===== src/verilog/spi_settings.svh =====
`ifndef SPI_SETTINGS_SVH
`define SPI_SETTINGS_SVH

// bits per spi frame
`define SPI_FRAME_BITS 8
// data lanes, quad capable
`define SPI_LANES 4
// flops on each async pin
`define SPI_SYNC_STAGES 2
// saturating error counter width
`define SPI_ERR_CNT_BITS 8

`endif


===== src/verilog/spi_types_pkg.sv =====
package spi_types_pkg;

  // ----------------------------------------
  // frame controller states
  // ----------------------------------------
  typedef enum logic [1:0] {
    IDLE  = 2'd0,
    SHIFT = 2'd1,
    DONE  = 2'd2
  } frame_state_t;

  // ----------------------------------------
  // lane width, picked at frame start
  // ----------------------------------------
  typedef enum logic {
    LANE_SINGLE = 1'b0,
    LANE_QUAD   = 1'b1
  } lane_mode_t;

endpackage : spi_types_pkg


===== src/verilog/spi_status_pkg.sv =====
package spi_status_pkg;

  // ----------------------------------------
  // protocol monitor error codes
  // ----------------------------------------
  typedef enum logic [1:0] {
    // nothing seen yet
    ERR_NONE     = 2'd0,
    // mosi moved while spi_clk high
    ERR_UNSTABLE = 2'd1,
    // cs_n released mid frame
    ERR_ABORT    = 2'd2
  } spi_err_t;

  // code 3 unused, left for a future check

endpackage : spi_status_pkg


===== src/verilog/spi_pin_sync.sv =====
`timescale 1ns/1ns
`include "spi_settings.svh"

module spi_pin_sync (
  input  logic                  sclk,
  input  logic                  reset,
  input  logic                  spi_clk,
  input  logic                  cs_n,
  input  logic [`SPI_LANES-1:0] mosi,
  output logic                  clk_lvl,
  output logic                  clk_rise,
  output logic                  clk_fall,
  output logic                  sel,
  output logic                  cs_fall,
  output logic                  cs_rise,
  output logic [`SPI_LANES-1:0] mosi_s
);

  // pin vector layout: {mosi, cs_n, spi_clk}
  localparam int PW = `SPI_LANES + 2;
  // idle levels, clock low and slave deselected
  localparam logic [PW-1:0] PIN_IDLE = {{`SPI_LANES{1'b0}}, 1'b1, 1'b0};

  logic [PW-1:0] pin_raw;
  logic [PW-1:0] sync_q [`SPI_SYNC_STAGES];
  logic [PW-1:0] pin_q;
  logic [PW-1:0] pin_s;

  assign pin_raw = {mosi, cs_n, spi_clk};
  assign pin_s   = sync_q[`SPI_SYNC_STAGES-1];

  // ----------------------------------------
  // sync chain plus edge stage
  // ----------------------------------------
  always_ff @(posedge sclk) begin
    if (reset) begin
      for (int i = 0; i < `SPI_SYNC_STAGES; i++) begin
        sync_q[i] <= PIN_IDLE;
      end
      pin_q    <= PIN_IDLE;
      clk_rise <= 1'b0;
      clk_fall <= 1'b0;
      cs_fall  <= 1'b0;
      cs_rise  <= 1'b0;
    end else begin
      sync_q[0] <= pin_raw;
      for (int i = 1; i < `SPI_SYNC_STAGES; i++) begin
        sync_q[i] <= sync_q[i-1];
      end
      // previous level, pulses line up with it
      pin_q    <= pin_s;
      clk_rise <= pin_s[0] & ~pin_q[0];
      clk_fall <= ~pin_s[0] & pin_q[0];
      cs_fall  <= ~pin_s[1] & pin_q[1];
      cs_rise  <= pin_s[1] & ~pin_q[1];
    end
  end

  // levels taken after the edge stage
  assign clk_lvl = pin_q[0];
  assign sel     = ~pin_q[1];
  assign mosi_s  = pin_q[PW-1:2];

endmodule : spi_pin_sync


===== src/verilog/spi_frame_ctrl.sv =====
`timescale 1ns/1ns
`include "spi_settings.svh"

module spi_frame_ctrl import spi_types_pkg::*; (
  input  logic       sclk,
  input  logic       reset,
  input  logic       sel,
  input  logic       cs_fall,
  input  logic       cs_rise,
  input  logic       clk_rise,
  input  logic       clk_fall,
  input  logic       lane_quad,
  output lane_mode_t lane_mode,
  output logic       frame_start,
  output logic       sample_en,
  output logic       shift_en,
  output logic       frame_last,
  output logic       frame_open
);

  localparam int CNT_W       = $clog2(`SPI_FRAME_BITS);
  // index of final sample per mode
  localparam int SINGLE_LAST = `SPI_FRAME_BITS - 1;
  localparam int QUAD_LAST   = `SPI_FRAME_BITS / `SPI_LANES - 1;

  frame_state_t     state;
  frame_state_t     state_nxt;
  logic [CNT_W-1:0] bit_cnt;
  logic [CNT_W-1:0] last_idx;
  logic             in_shift;

  // ----------------------------------------
  // strobes to the datapath
  // ----------------------------------------
  assign in_shift   = (state == SHIFT);
  assign last_idx   = (lane_mode == LANE_QUAD) ? CNT_W'(QUAD_LAST) : CNT_W'(SINGLE_LAST);
  assign sample_en  = in_shift && clk_rise;
  assign frame_last = sample_en && (bit_cnt == last_idx);
  // count zero means no sample yet in this frame,
  // so the falling edge belongs to the previous frame's last bit
  assign shift_en   = in_shift && clk_fall && (bit_cnt != '0);
  // first frame on select, later ones back to back
  assign frame_start = ((state == IDLE) && cs_fall) ||
                       ((state == DONE) && sel && !cs_rise);

  // ----------------------------------------
  // next state
  // ----------------------------------------
  always_comb begin
    state_nxt = state;
    case (state)
      IDLE:    if (cs_fall) state_nxt = SHIFT;
      SHIFT:   if (frame_last) state_nxt = DONE;
      DONE:    state_nxt = sel ? SHIFT : IDLE;
      default: state_nxt = IDLE;
    endcase
    // deselect wins from anywhere
    if (cs_rise) begin
      state_nxt = IDLE;
    end
  end

  always_ff @(posedge sclk) begin
    if (reset) begin
      state      <= IDLE;
      bit_cnt    <= '0;
      frame_open <= 1'b0;
      lane_mode  <= LANE_SINGLE;
    end else begin
      state <= state_nxt;
      // sample counter
      if (cs_rise || frame_start) begin
        bit_cnt <= '0;
      end else if (sample_en) begin
        bit_cnt <= frame_last ? '0 : bit_cnt + 1'b1;
      end
      // open from first sample to completion
      if (cs_rise) begin
        frame_open <= 1'b0;
      end else if (sample_en) begin
        frame_open <= !frame_last;
      end
      // lane width held for the whole frame
      if (frame_start) begin
        lane_mode <= lane_quad ? LANE_QUAD : LANE_SINGLE;
      end
    end
  end

endmodule : spi_frame_ctrl


===== src/verilog/spi_shift_datapath.sv =====
`timescale 1ns/1ns
`include "spi_settings.svh"

module spi_shift_datapath import spi_types_pkg::*; (
  input  logic                       sclk,
  input  logic                       reset,
  input  lane_mode_t                 lane_mode,
  input  logic                       frame_start,
  input  logic                       sample_en,
  input  logic                       shift_en,
  input  logic                       frame_last,
  input  logic                       sel,
  input  logic [`SPI_LANES-1:0]      mosi_s,
  input  logic [`SPI_FRAME_BITS-1:0] tx_data,
  output logic [`SPI_FRAME_BITS-1:0] rx_data,
  output logic                       rx_valid,
  output logic [`SPI_LANES-1:0]      miso,
  output logic                       miso_en
);

  localparam int FB = `SPI_FRAME_BITS;
  localparam int LN = `SPI_LANES;

  logic [FB-1:0] rx_shift;
  logic [FB-1:0] rx_next;
  logic [FB-1:0] tx_shift;
  logic          quad;

  assign quad = (lane_mode == LANE_QUAD);

  // ----------------------------------------
  // receive side
  // ----------------------------------------
  // msb first, lane 3 is the high bit of a nibble
  always_comb begin
    if (quad) begin
      rx_next = {rx_shift[FB-LN-1:0], mosi_s};
    end else begin
      rx_next = {rx_shift[FB-2:0], mosi_s[0]};
    end
  end

  always_ff @(posedge sclk) begin
    if (sample_en) begin
      rx_shift <= rx_next;
    end
    // take the completed word, last bits included
    if (frame_last) begin
      rx_data <= rx_next;
    end
  end

  always_ff @(posedge sclk) begin
    if (reset) begin
      rx_valid <= 1'b0;
    end else begin
      rx_valid <= frame_last;
    end
  end

  // ----------------------------------------
  // transmit side
  // ----------------------------------------
  always_ff @(posedge sclk) begin
    if (frame_start) begin
      tx_shift <= tx_data;
    end else if (shift_en) begin
      if (quad) begin
        tx_shift <= {tx_shift[FB-LN-1:0], {LN{1'b0}}};
      end else begin
        tx_shift <= {tx_shift[FB-2:0], 1'b0};
      end
    end
  end

  // top nibble or top bit, quiet when deselected
  always_comb begin
    if (!sel) begin
      miso = '0;
    end else if (quad) begin
      miso = tx_shift[FB-1 -: LN];
    end else begin
      miso = {{(LN-1){1'b0}}, tx_shift[FB-1]};
    end
  end

  assign miso_en = sel;

endmodule : spi_shift_datapath


===== src/verilog/spi_protocol_monitor.sv =====
`timescale 1ns/1ns
`include "spi_settings.svh"

module spi_protocol_monitor import spi_status_pkg::*; (
  input  logic                         sclk,
  input  logic                         reset,
  input  logic                         clk_lvl,
  input  logic                         clk_rise,
  input  logic [`SPI_LANES-1:0]        mosi_s,
  input  logic                         cs_rise,
  input  logic                         frame_open,
  output logic                         err_valid,
  output spi_err_t                     err_code,
  output logic [`SPI_ERR_CNT_BITS-1:0] err_count
);

  logic [`SPI_LANES-1:0] mosi_cap;
  logic                  unstable_seen;
  logic                  unstable_hit;
  logic                  abort_hit;
  logic                  err_hit;

  // ----------------------------------------
  // violation detect
  // ----------------------------------------
  // released before the frame finished
  assign abort_hit    = cs_rise && frame_open;
  // mosi moved after the sampling edge, one report per high phase
  assign unstable_hit = clk_lvl && !clk_rise && !unstable_seen &&
                        (mosi_s != mosi_cap);
  assign err_hit      = abort_hit || unstable_hit;

  // value the slave sampled
  always_ff @(posedge sclk) begin
    if (clk_rise) begin
      mosi_cap <= mosi_s;
    end
  end

  // ----------------------------------------
  // status outputs
  // ----------------------------------------
  always_ff @(posedge sclk) begin
    if (reset) begin
      unstable_seen <= 1'b0;
      err_valid     <= 1'b0;
      err_code      <= ERR_NONE;
      err_count     <= '0;
    end else begin
      // rearm on each new high phase
      if (clk_rise) begin
        unstable_seen <= 1'b0;
      end else if (unstable_hit) begin
        unstable_seen <= 1'b1;
      end
      err_valid <= err_hit;
      // abort has priority, code holds until next error
      if (abort_hit) begin
        err_code <= ERR_ABORT;
      end else if (unstable_hit) begin
        err_code <= ERR_UNSTABLE;
      end
      // saturate at all ones
      if (err_hit && (err_count != '1)) begin
        err_count <= err_count + 1'b1;
      end
    end
  end

endmodule : spi_protocol_monitor


===== src/verilog/spi_slave_top.sv =====
`timescale 1ns/1ns
`include "spi_settings.svh"

module spi_slave_top import spi_types_pkg::*, spi_status_pkg::*; (
  input  logic                         sclk,
  input  logic                         reset,
  input  logic                         spi_clk,
  input  logic                         cs_n,
  input  logic [`SPI_LANES-1:0]        mosi,
  input  logic                         lane_quad,
  input  logic [`SPI_FRAME_BITS-1:0]   tx_data,
  output logic [`SPI_LANES-1:0]        miso,
  output logic                         miso_en,
  output logic [`SPI_FRAME_BITS-1:0]   rx_data,
  output logic                         rx_valid,
  output logic                         err_valid,
  output spi_err_t                     err_code,
  output logic [`SPI_ERR_CNT_BITS-1:0] err_count
);

  // synchronized pins and edges
  logic                  clk_lvl;
  logic                  clk_rise;
  logic                  clk_fall;
  logic                  sel;
  logic                  cs_fall;
  logic                  cs_rise;
  logic [`SPI_LANES-1:0] mosi_s;

  // frame strobes
  lane_mode_t lane_mode;
  logic       frame_start;
  logic       sample_en;
  logic       shift_en;
  logic       frame_last;
  logic       frame_open;

  // ----------------------------------------
  // pin capture
  // ----------------------------------------
  spi_pin_sync u_sync (
    .sclk     (sclk),
    .reset    (reset),
    .spi_clk  (spi_clk),
    .cs_n     (cs_n),
    .mosi     (mosi),
    .clk_lvl  (clk_lvl),
    .clk_rise (clk_rise),
    .clk_fall (clk_fall),
    .sel      (sel),
    .cs_fall  (cs_fall),
    .cs_rise  (cs_rise),
    .mosi_s   (mosi_s)
  );

  // ----------------------------------------
  // framing
  // ----------------------------------------
  spi_frame_ctrl u_ctrl (
    .sclk        (sclk),
    .reset       (reset),
    .sel         (sel),
    .cs_fall     (cs_fall),
    .cs_rise     (cs_rise),
    .clk_rise    (clk_rise),
    .clk_fall    (clk_fall),
    .lane_quad   (lane_quad),
    .lane_mode   (lane_mode),
    .frame_start (frame_start),
    .sample_en   (sample_en),
    .shift_en    (shift_en),
    .frame_last  (frame_last),
    .frame_open  (frame_open)
  );

  // shift registers, both directions
  spi_shift_datapath u_dp (
    .sclk        (sclk),
    .reset       (reset),
    .lane_mode   (lane_mode),
    .frame_start (frame_start),
    .sample_en   (sample_en),
    .shift_en    (shift_en),
    .frame_last  (frame_last),
    .sel         (sel),
    .mosi_s      (mosi_s),
    .tx_data     (tx_data),
    .rx_data     (rx_data),
    .rx_valid    (rx_valid),
    .miso        (miso),
    .miso_en     (miso_en)
  );

  // protocol checks
  spi_protocol_monitor u_mon (
    .sclk       (sclk),
    .reset      (reset),
    .clk_lvl    (clk_lvl),
    .clk_rise   (clk_rise),
    .mosi_s     (mosi_s),
    .cs_rise    (cs_rise),
    .frame_open (frame_open),
    .err_valid  (err_valid),
    .err_code   (err_code),
    .err_count  (err_count)
  );

endmodule : spi_slave_top


===== config.mk =====
export PLATFORM = sky130hd
export DESIGN_NAME = spi_slave_top
export DESIGN_NICKNAME = d
export VERILOG_FILES = /design/src/verilog/spi_types_pkg.sv /design/src/verilog/spi_status_pkg.sv /design/src/verilog/spi_pin_sync.sv /design/src/verilog/spi_frame_ctrl.sv /design/src/verilog/spi_shift_datapath.sv /design/src/verilog/spi_protocol_monitor.sv /design/src/verilog/spi_slave_top.sv
export VERILOG_INCLUDE_DIRS = /design/src /design/src/verilog
export SDC_FILE = /design/constraint.sdc
export NUM_CORES = 1
export LEC_CHECK = 0
export ABC_AREA = 1
export BUFFER_PORTS_ARGS = -buffer_cell sky130_fd_sc_hd__buf_4
export CAP_MARGIN = 20
export CORE_ASPECT_RATIO = 1.4
export CORE_MARGIN = 4
export CORE_UTILIZATION = 58
export CTS_BUF_LIST = sky130_fd_sc_hd__clkbuf_4
export DETAILED_ROUTE_END_ITERATION = 8
export HOLD_SLACK_MARGIN = 0.15
export PLACE_DENSITY_LB_ADDON = 0.05
export SLEW_MARGIN = 20
export SYNTH_ARGS = -nofsm -noshare
export SYNTH_HDL_FRONTEND = slang
export SYNTH_SLANG_ARGS = --single-unit

===== constraint.sdc =====
create_clock -name sclk -period 1.85 [get_ports sclk]
set_input_delay 0.2775 -clock sclk [delete_from_list [all_inputs] [get_ports sclk]]
set_output_delay 0.2775 -clock sclk [all_outputs]
set_load 0.005 [all_outputs]

Yosys cells after proc, flatten, opt, wreduce, memory -nomap -nowiden
Memories as Yosys holds them, arrays and structs flattened.
Index checks and enable logic that the tools add are counted.
{ "word_totals": {"register_bits": 57, "ramBits": 12, "output_inout_bits": 25, "elab_cells": 87, "mem_count": 1} }
{ "mem_list": {"columns": ["name", "words", "width", "rd", "rd_ports_with_merged_regs", "wr", "line", "text"], "rows": [
  ["u_sync.sync_q", 2, 6, 2, 0, 2, "spi_pin_sync.sv:25", "logic [PW-1:0] sync_q [`SPI_SYNC_STAGES];"]
]} }
{ "classes": {"n_addsub": 2, "n_eq_ne": 7, "n_mux": 20, "bitwise": 10, "n_reduce_logical": 28} }
{ "ops": {"columns": ["operator", "count"], "rows": [
  ["$mux 8", 4],
  ["$logic_and 1x1->1", 12],
  ["$mux 6", 2],
  ["$add 8x1->8 const B", 1],
  ["$mux 2", 4],
  ["$mux 4", 2],
  ["$ne 8x8->1 const B", 1],
  ["$reduce_or 2->1", 4],
  ["$mux 3", 2],
  ["$pmux 2 s3", 1],
  ["$mux 1", 5],
  ["$and 1x1->1", 4],
  ["$logic_not 1->1", 4],
  ["$ne 4x4->1", 1],
  ["$not 1->1", 4],
  ["$reduce_bool 2->1", 2],
  ["$add 3x1->3 const B", 1],
  ["$eq 3x3->1", 1],
  ["$logic_or 1x1->1", 3],
  ["$reduce_bool 3->1", 1],
  ["$eq 2x1->1 const B", 1],
  ["$eq 2x2->1 const B", 1],
  ["$logic_not 2->1", 1],
  ["$ne 2x1->1 const B", 1],
  ["other kinds (3)", 4]
]} }

Depth between registers and ports, before layout
{ "logic_depth": {"ltp_word": 6, "depth_mapped": 11, "mapped_depth_nobuf": 10} }

Cells and area by module
From an unflattened synthesis, not the netlist that was laid out.
{ "hier_totals": {"hier_cells": 332, "hier_area_um2": 2921.6} }
{ "by_module_without_submodules": {"columns": ["mod", "n_inst", "cells_per_inst", "area_per_inst_um2"], "rows": [
  ["spi_shift_datapath", 1, 98, 1021.0],
  ["spi_protocol_monitor", 1, 110, 809.5],
  ["spi_pin_sync", 1, 71, 663.1],
  ["spi_frame_ctrl", 1, 53, 427.9]
]} }

Worst setup path after synthesis
No wires, ideal clock.
{ "synth_timing": {"path_kind": "reg-to-reg", "from": "register u_sync.clk_rise", "to": "register u_dp.rx_data[0] (enable)", "arrival_time_ns": 1.262, "t_required_ns": 1.522, "path_slack_ns": 0.261, "path_stages_with_launch": 7, "path_buffers": 0, "period_less_slack_ns": 1.589, "path_cell_list": "dfxtp_1 inv_1 nor2_2 nand2_1 inv_1 nand2_1 inv_1"} }
{ "synth_between": {"elab_chain_cells": 2} }
{ "synth_lines": {"columns": ["element", "line", "text"], "rows": [
  ["start, declared", "spi_pin_sync.sv:11", "output logic clk_rise,"],
  ["start signal, assigned", "spi_pin_sync.sv:52", "clk_rise <= pin_s[0] & ~pin_q[0];"],
  ["$logic_and 1x1->1", "spi_frame_ctrl.sv:37", "assign sample_en = in_shift && clk_rise;"],
  ["via sample_en", "spi_slave_top.sv:33", "logic sample_en;"],
  ["$logic_and 1x1->1", "spi_frame_ctrl.sv:38", "assign frame_last = sample_en && (bit_cnt == last_idx);"],
  ["via frame_last", "spi_slave_top.sv:35", "logic frame_last;"],
  ["end signal, assigned", "spi_shift_datapath.sv:49", "rx_data <= rx_next;"],
  ["end, declared", "spi_shift_datapath.sv:15", "output logic [`SPI_FRAME_BITS-1:0] rx_data,"]
]} }
The timed path passes the listed nets, and every way through them passes these cells.
A chain may end at the register's enable or synchronous reset.

Worst setup path after layout
{ "layout_timing": {"from": "register u_ctrl.lane_mode", "to": "output miso[0]"} }
{ "layout_between": {"elab_chain_cells": 2} }
{ "layout_lines": {"columns": ["element", "line", "text"], "rows": [
  ["start, declared", "spi_frame_ctrl.sv:13", "output lane_mode_t lane_mode,"],
  ["start signal, assigned", "spi_frame_ctrl.sv:85", "lane_mode <= lane_quad ? LANE_QUAD : LANE_SINGLE;"],
  ["$mux 4", "spi_shift_datapath.sv:80", "end else if (quad) begin"],
  ["$mux 4", "spi_shift_datapath.sv:78", "if (!sel) begin"],
  ["end, declared", "spi_slave_top.sv:12", "output logic [`SPI_LANES-1:0] miso,"]
]} }
No other way between the ends.

==> impl_metrics.env <==
export IMPL_ys_top_cells_by_area="dfxtp_1 31%, edfxtp_1 30%, nand2_1 8.8%"
export IMPL_crit_fanout=15
export IMPL_final_common_cell="nand2_1"
export IMPL_clk_latency_ns=0.40
export IMPL_critPathTopFamily="flip-flops"
export IMPL_place_ws_ns=0.3353
export IMPL_num_rows=29
export IMPL_required_ns=1.57
export IMPL_final_nets=380
export IMPL_final_area_um2=3302
export IMPL_hpwl_mm=3.538
export IMPL_synth_simple_area_share=0.2309
export IMPL_min_period_over_period=0.8836
export IMPL_firstDrtPassIters=4
export IMPL_max_vdd_ir_drop_v=0.0006116
export IMPL_place_area_um2=3087
export IMPL_syn_instance_count=302
export IMPL_finClkSkew_ns=0.01264
export IMPL_wl_mm=4.981
export IMPL_synth_compound_area_frac=0.06590
export IMPL_relSlewSlack=0.7667
export IMPL_hold_class="input port to flop"
export IMPL_syn_num_nets=322
export IMPL_synth_area_mux_share=0
export IMPL_ios=42
export IMPL_drt_iter0_drc=83
export IMPL_cp_arrival_ns=1.36
export IMPL_worst_pin_slew_ns=0.3492
export IMPL_via_per_inst=4.885
export IMPL_fillers=371
export IMPL_drc_errors=0
export IMPL_synthAdderAreaFrac=0.01382
export IMPL_die_x_um=65.83
export IMPL_clk_pin_slew_ns=0.10
export IMPL_cts_buffer_depth=2
export IMPL_end_kind="primary output"
export IMPL_critPathLaunchType="flop"
export IMPL_grt_max_degree=29
export IMPL_grt_pass1_vias=1835
export IMPL_seqCellArea_um2=1653
export IMPL_syn_area_um2=2715
export IMPL_critical_path_class="flop to primary output"
export IMPL_post_synth_top_area_cell="dfxtp_1"
export IMPL_ys_seq_elements=69
export IMPL_vias=2086
export IMPL_synth_ff_type="dfxtp_1"
export IMPL_coreArea_um2=4536
export IMPL_async_reset_ff_frac=0
export IMPL_rsz0062_at_grt="false"
export IMPL_place_port_buffers=41
export IMPL_h_tree_depth=3
export IMPL_p_leak_uw=0.001468
export IMPL_period_needed_ns=1.635
export IMPL_final_cells=427
export IMPL_netlist_area_leader_share=0.3097
export IMPL_cts_buffers=9
export IMPL_grt_pass1_wl_mm=7.886
export IMPL_worst_path_largest_cell_delay_ns=0.41
export IMPL_power_uw=2562
export IMPL_wire_per_inst_um=11.67
export IMPL_antenna_found_initial=0
export IMPL_drv_cap=0
export IMPL_setup_ws_ns=0.2153
export IMPL_slew_viol_final=0
export IMPL_initial_utilization=0.5986
export IMPL_postCtsSetupBuffers=0
export IMPL_final_antenna_net_count=0
export IMPL_timing_critical_path_buf_inv=3
export IMPL_power_density_nw_per_um2=776.0
export IMPL_yosys_cell_types_count=28
export IMPL_synth_top_family_by_area="simple AND/OR/NAND/NOR gates"
export IMPL_setup_tns_ns=0
export IMPL_die_h_um=88.96
export IMPL_layout_drive_gt1_share=0.2082
export IMPL_grt_overflow=0
export IMPL_gp_congestion=0.8438
export IMPL_synth_xor_area_share=0
export IMPL_path_cells="inv_1, buf_4, nor2_1, nor2_1, buf_4"
export IMPL_grt_usage=0.1804
export IMPL_synth_avg_cell_area_um2=8.990
export IMPL_cp_slowest_cell="dfxtp_2"
export IMPL_synth_seq_area_share=0.6083
export IMPL_setup_viol=0
export IMPL_status="completed"
export IMPL_cts_tree="built"
export IMPL_area_growth_pct=21.61
export IMPL_cts_sink_count=69
export IMPL_diodes=0
export IMPL_finalHoldViolCount=0
export IMPL_dp_cells=401
export IMPL_final_cell_mix="64 x nand2_1, 46 x inv_1, 44 x buf_4, 43 x nor2_1, 41 x dfxtp_1"
export IMPL_fmax_mhz=611.7
export IMPL_ctsRootBufferMaster="clkbuf_4"
export IMPL_synth_edf_count=27
export IMPL_multi_input_area_um2=843.3
export IMPL_ys_warn_count=0
export IMPL_fp_dieArea_um2=5855
[Yosys cell counts (2+ instances only)]
library cell / number
a21oi_1: 15
a22o_1: 3
a31oi_1: 5
buf_1: 2
buf_2: 2
clkbuf_1: 2
dfxtp_1: 42
edfxtp_1: 27
ha_1: 3
inv_1: 46
inv_2: 2
nand2_1: 64
nand2_2: 2
nand2_4: 2
nand3_1: 10
nand3_2: 3
nor2_1: 43
nor2_2: 3
nor3_1: 8
nor3_2: 2
o21ai_0: 8
or2_2: 2
[cells by family (layout without fill, tap and decap cells)]
group	after synthesis	after routing
AOI/OAI and AO/OA	32	32
adders and majority gates	3	3
buffers and inverters	56	119
DFF	69	69
and+or+nand+nor	142	142
[routing by layer]
metal / share of wire / wire (um) / global-route usage
met1: 0.41 / 2022 / 0.2010
met2: 0.52 / 2586 / 0.3020
met3: 0.051 / 255 / 0.07170
met4: 0.023 / 116 / 0.08302
met5: 0 / 0 / 0
[power by group]
group | total (uW) | switching (uW) | internal (uW)
sequential | 1620 | 16.6 | 1600
combinational | 137 | 68.2 | 68.5
clock | 808 | 489 | 319
[worst reg2reg max path, stage by stage, from the launching register on]
cell     delay [ns]
dfxtp_1        0.39
nor3_2         0.20
nand2_1        0.08
nand2_2        0.12
inv_2          0.11
nand2_1        0.29
[metrics by stage]
step / hold slack [ns] / utilization
after floorplan: 0.3813 / -
after global placement: 0.3884 / 0.6806
after detailed placement: 0.3955 / 0.6806
after CTS: 0.1549 / 0.7211
after global routing: 0.1540 / 0.7280
final: 0.1980 / 0.7280
[flip-flops by register name, summed over array words and instances, names as in the netlist, 2 cells and up]
register,cells
u_ctrl.bit_cnt,3
u_sync.sync_q,12
u_mon.err_code,2
u_dp.tx_shift,8
u_dp.rx_shift,7
u_sync.pin_q,6
u_dp.rx_data,8
u_ctrl.state,2
u_mon.mosi_cap,4
u_mon.err_count,8
[timing repair]
action / 4_1_cts / 5_1_grt
hold buffers: 7 / 3
hold endpoints to repair: 7 / 3
setup endpoints to repair: 0 / 1
resized for setup: 0 / 1
[path summary, 6_finish.rpt]
kind	from	end	slack (ns)	cells past startpoint
max	u_ctrl.lane_mode	miso[0]	0.22	5
min	tx_data[0]	u_dp.tx_shift[0]	0.20	3
max reg2reg	u_sync.pin_q[1]	u_dp.tx_shift[2]	0.33	5
min reg2reg	u_sync.sync_q[0][4]	u_sync.sync_q[0][10]	0.41	2
[cell type report]
class,count,share of cell area
multi-input cells,177,0.2554
inverters,49,0.05570
well taps,62,0.02349
clock inverters,4,0.007200
flip-flops and latches,69,0.5006
clock buffers,12,0.02728
repair buffers,54,0.1304
No activity file was read; power rests on OpenSTA's default activity.
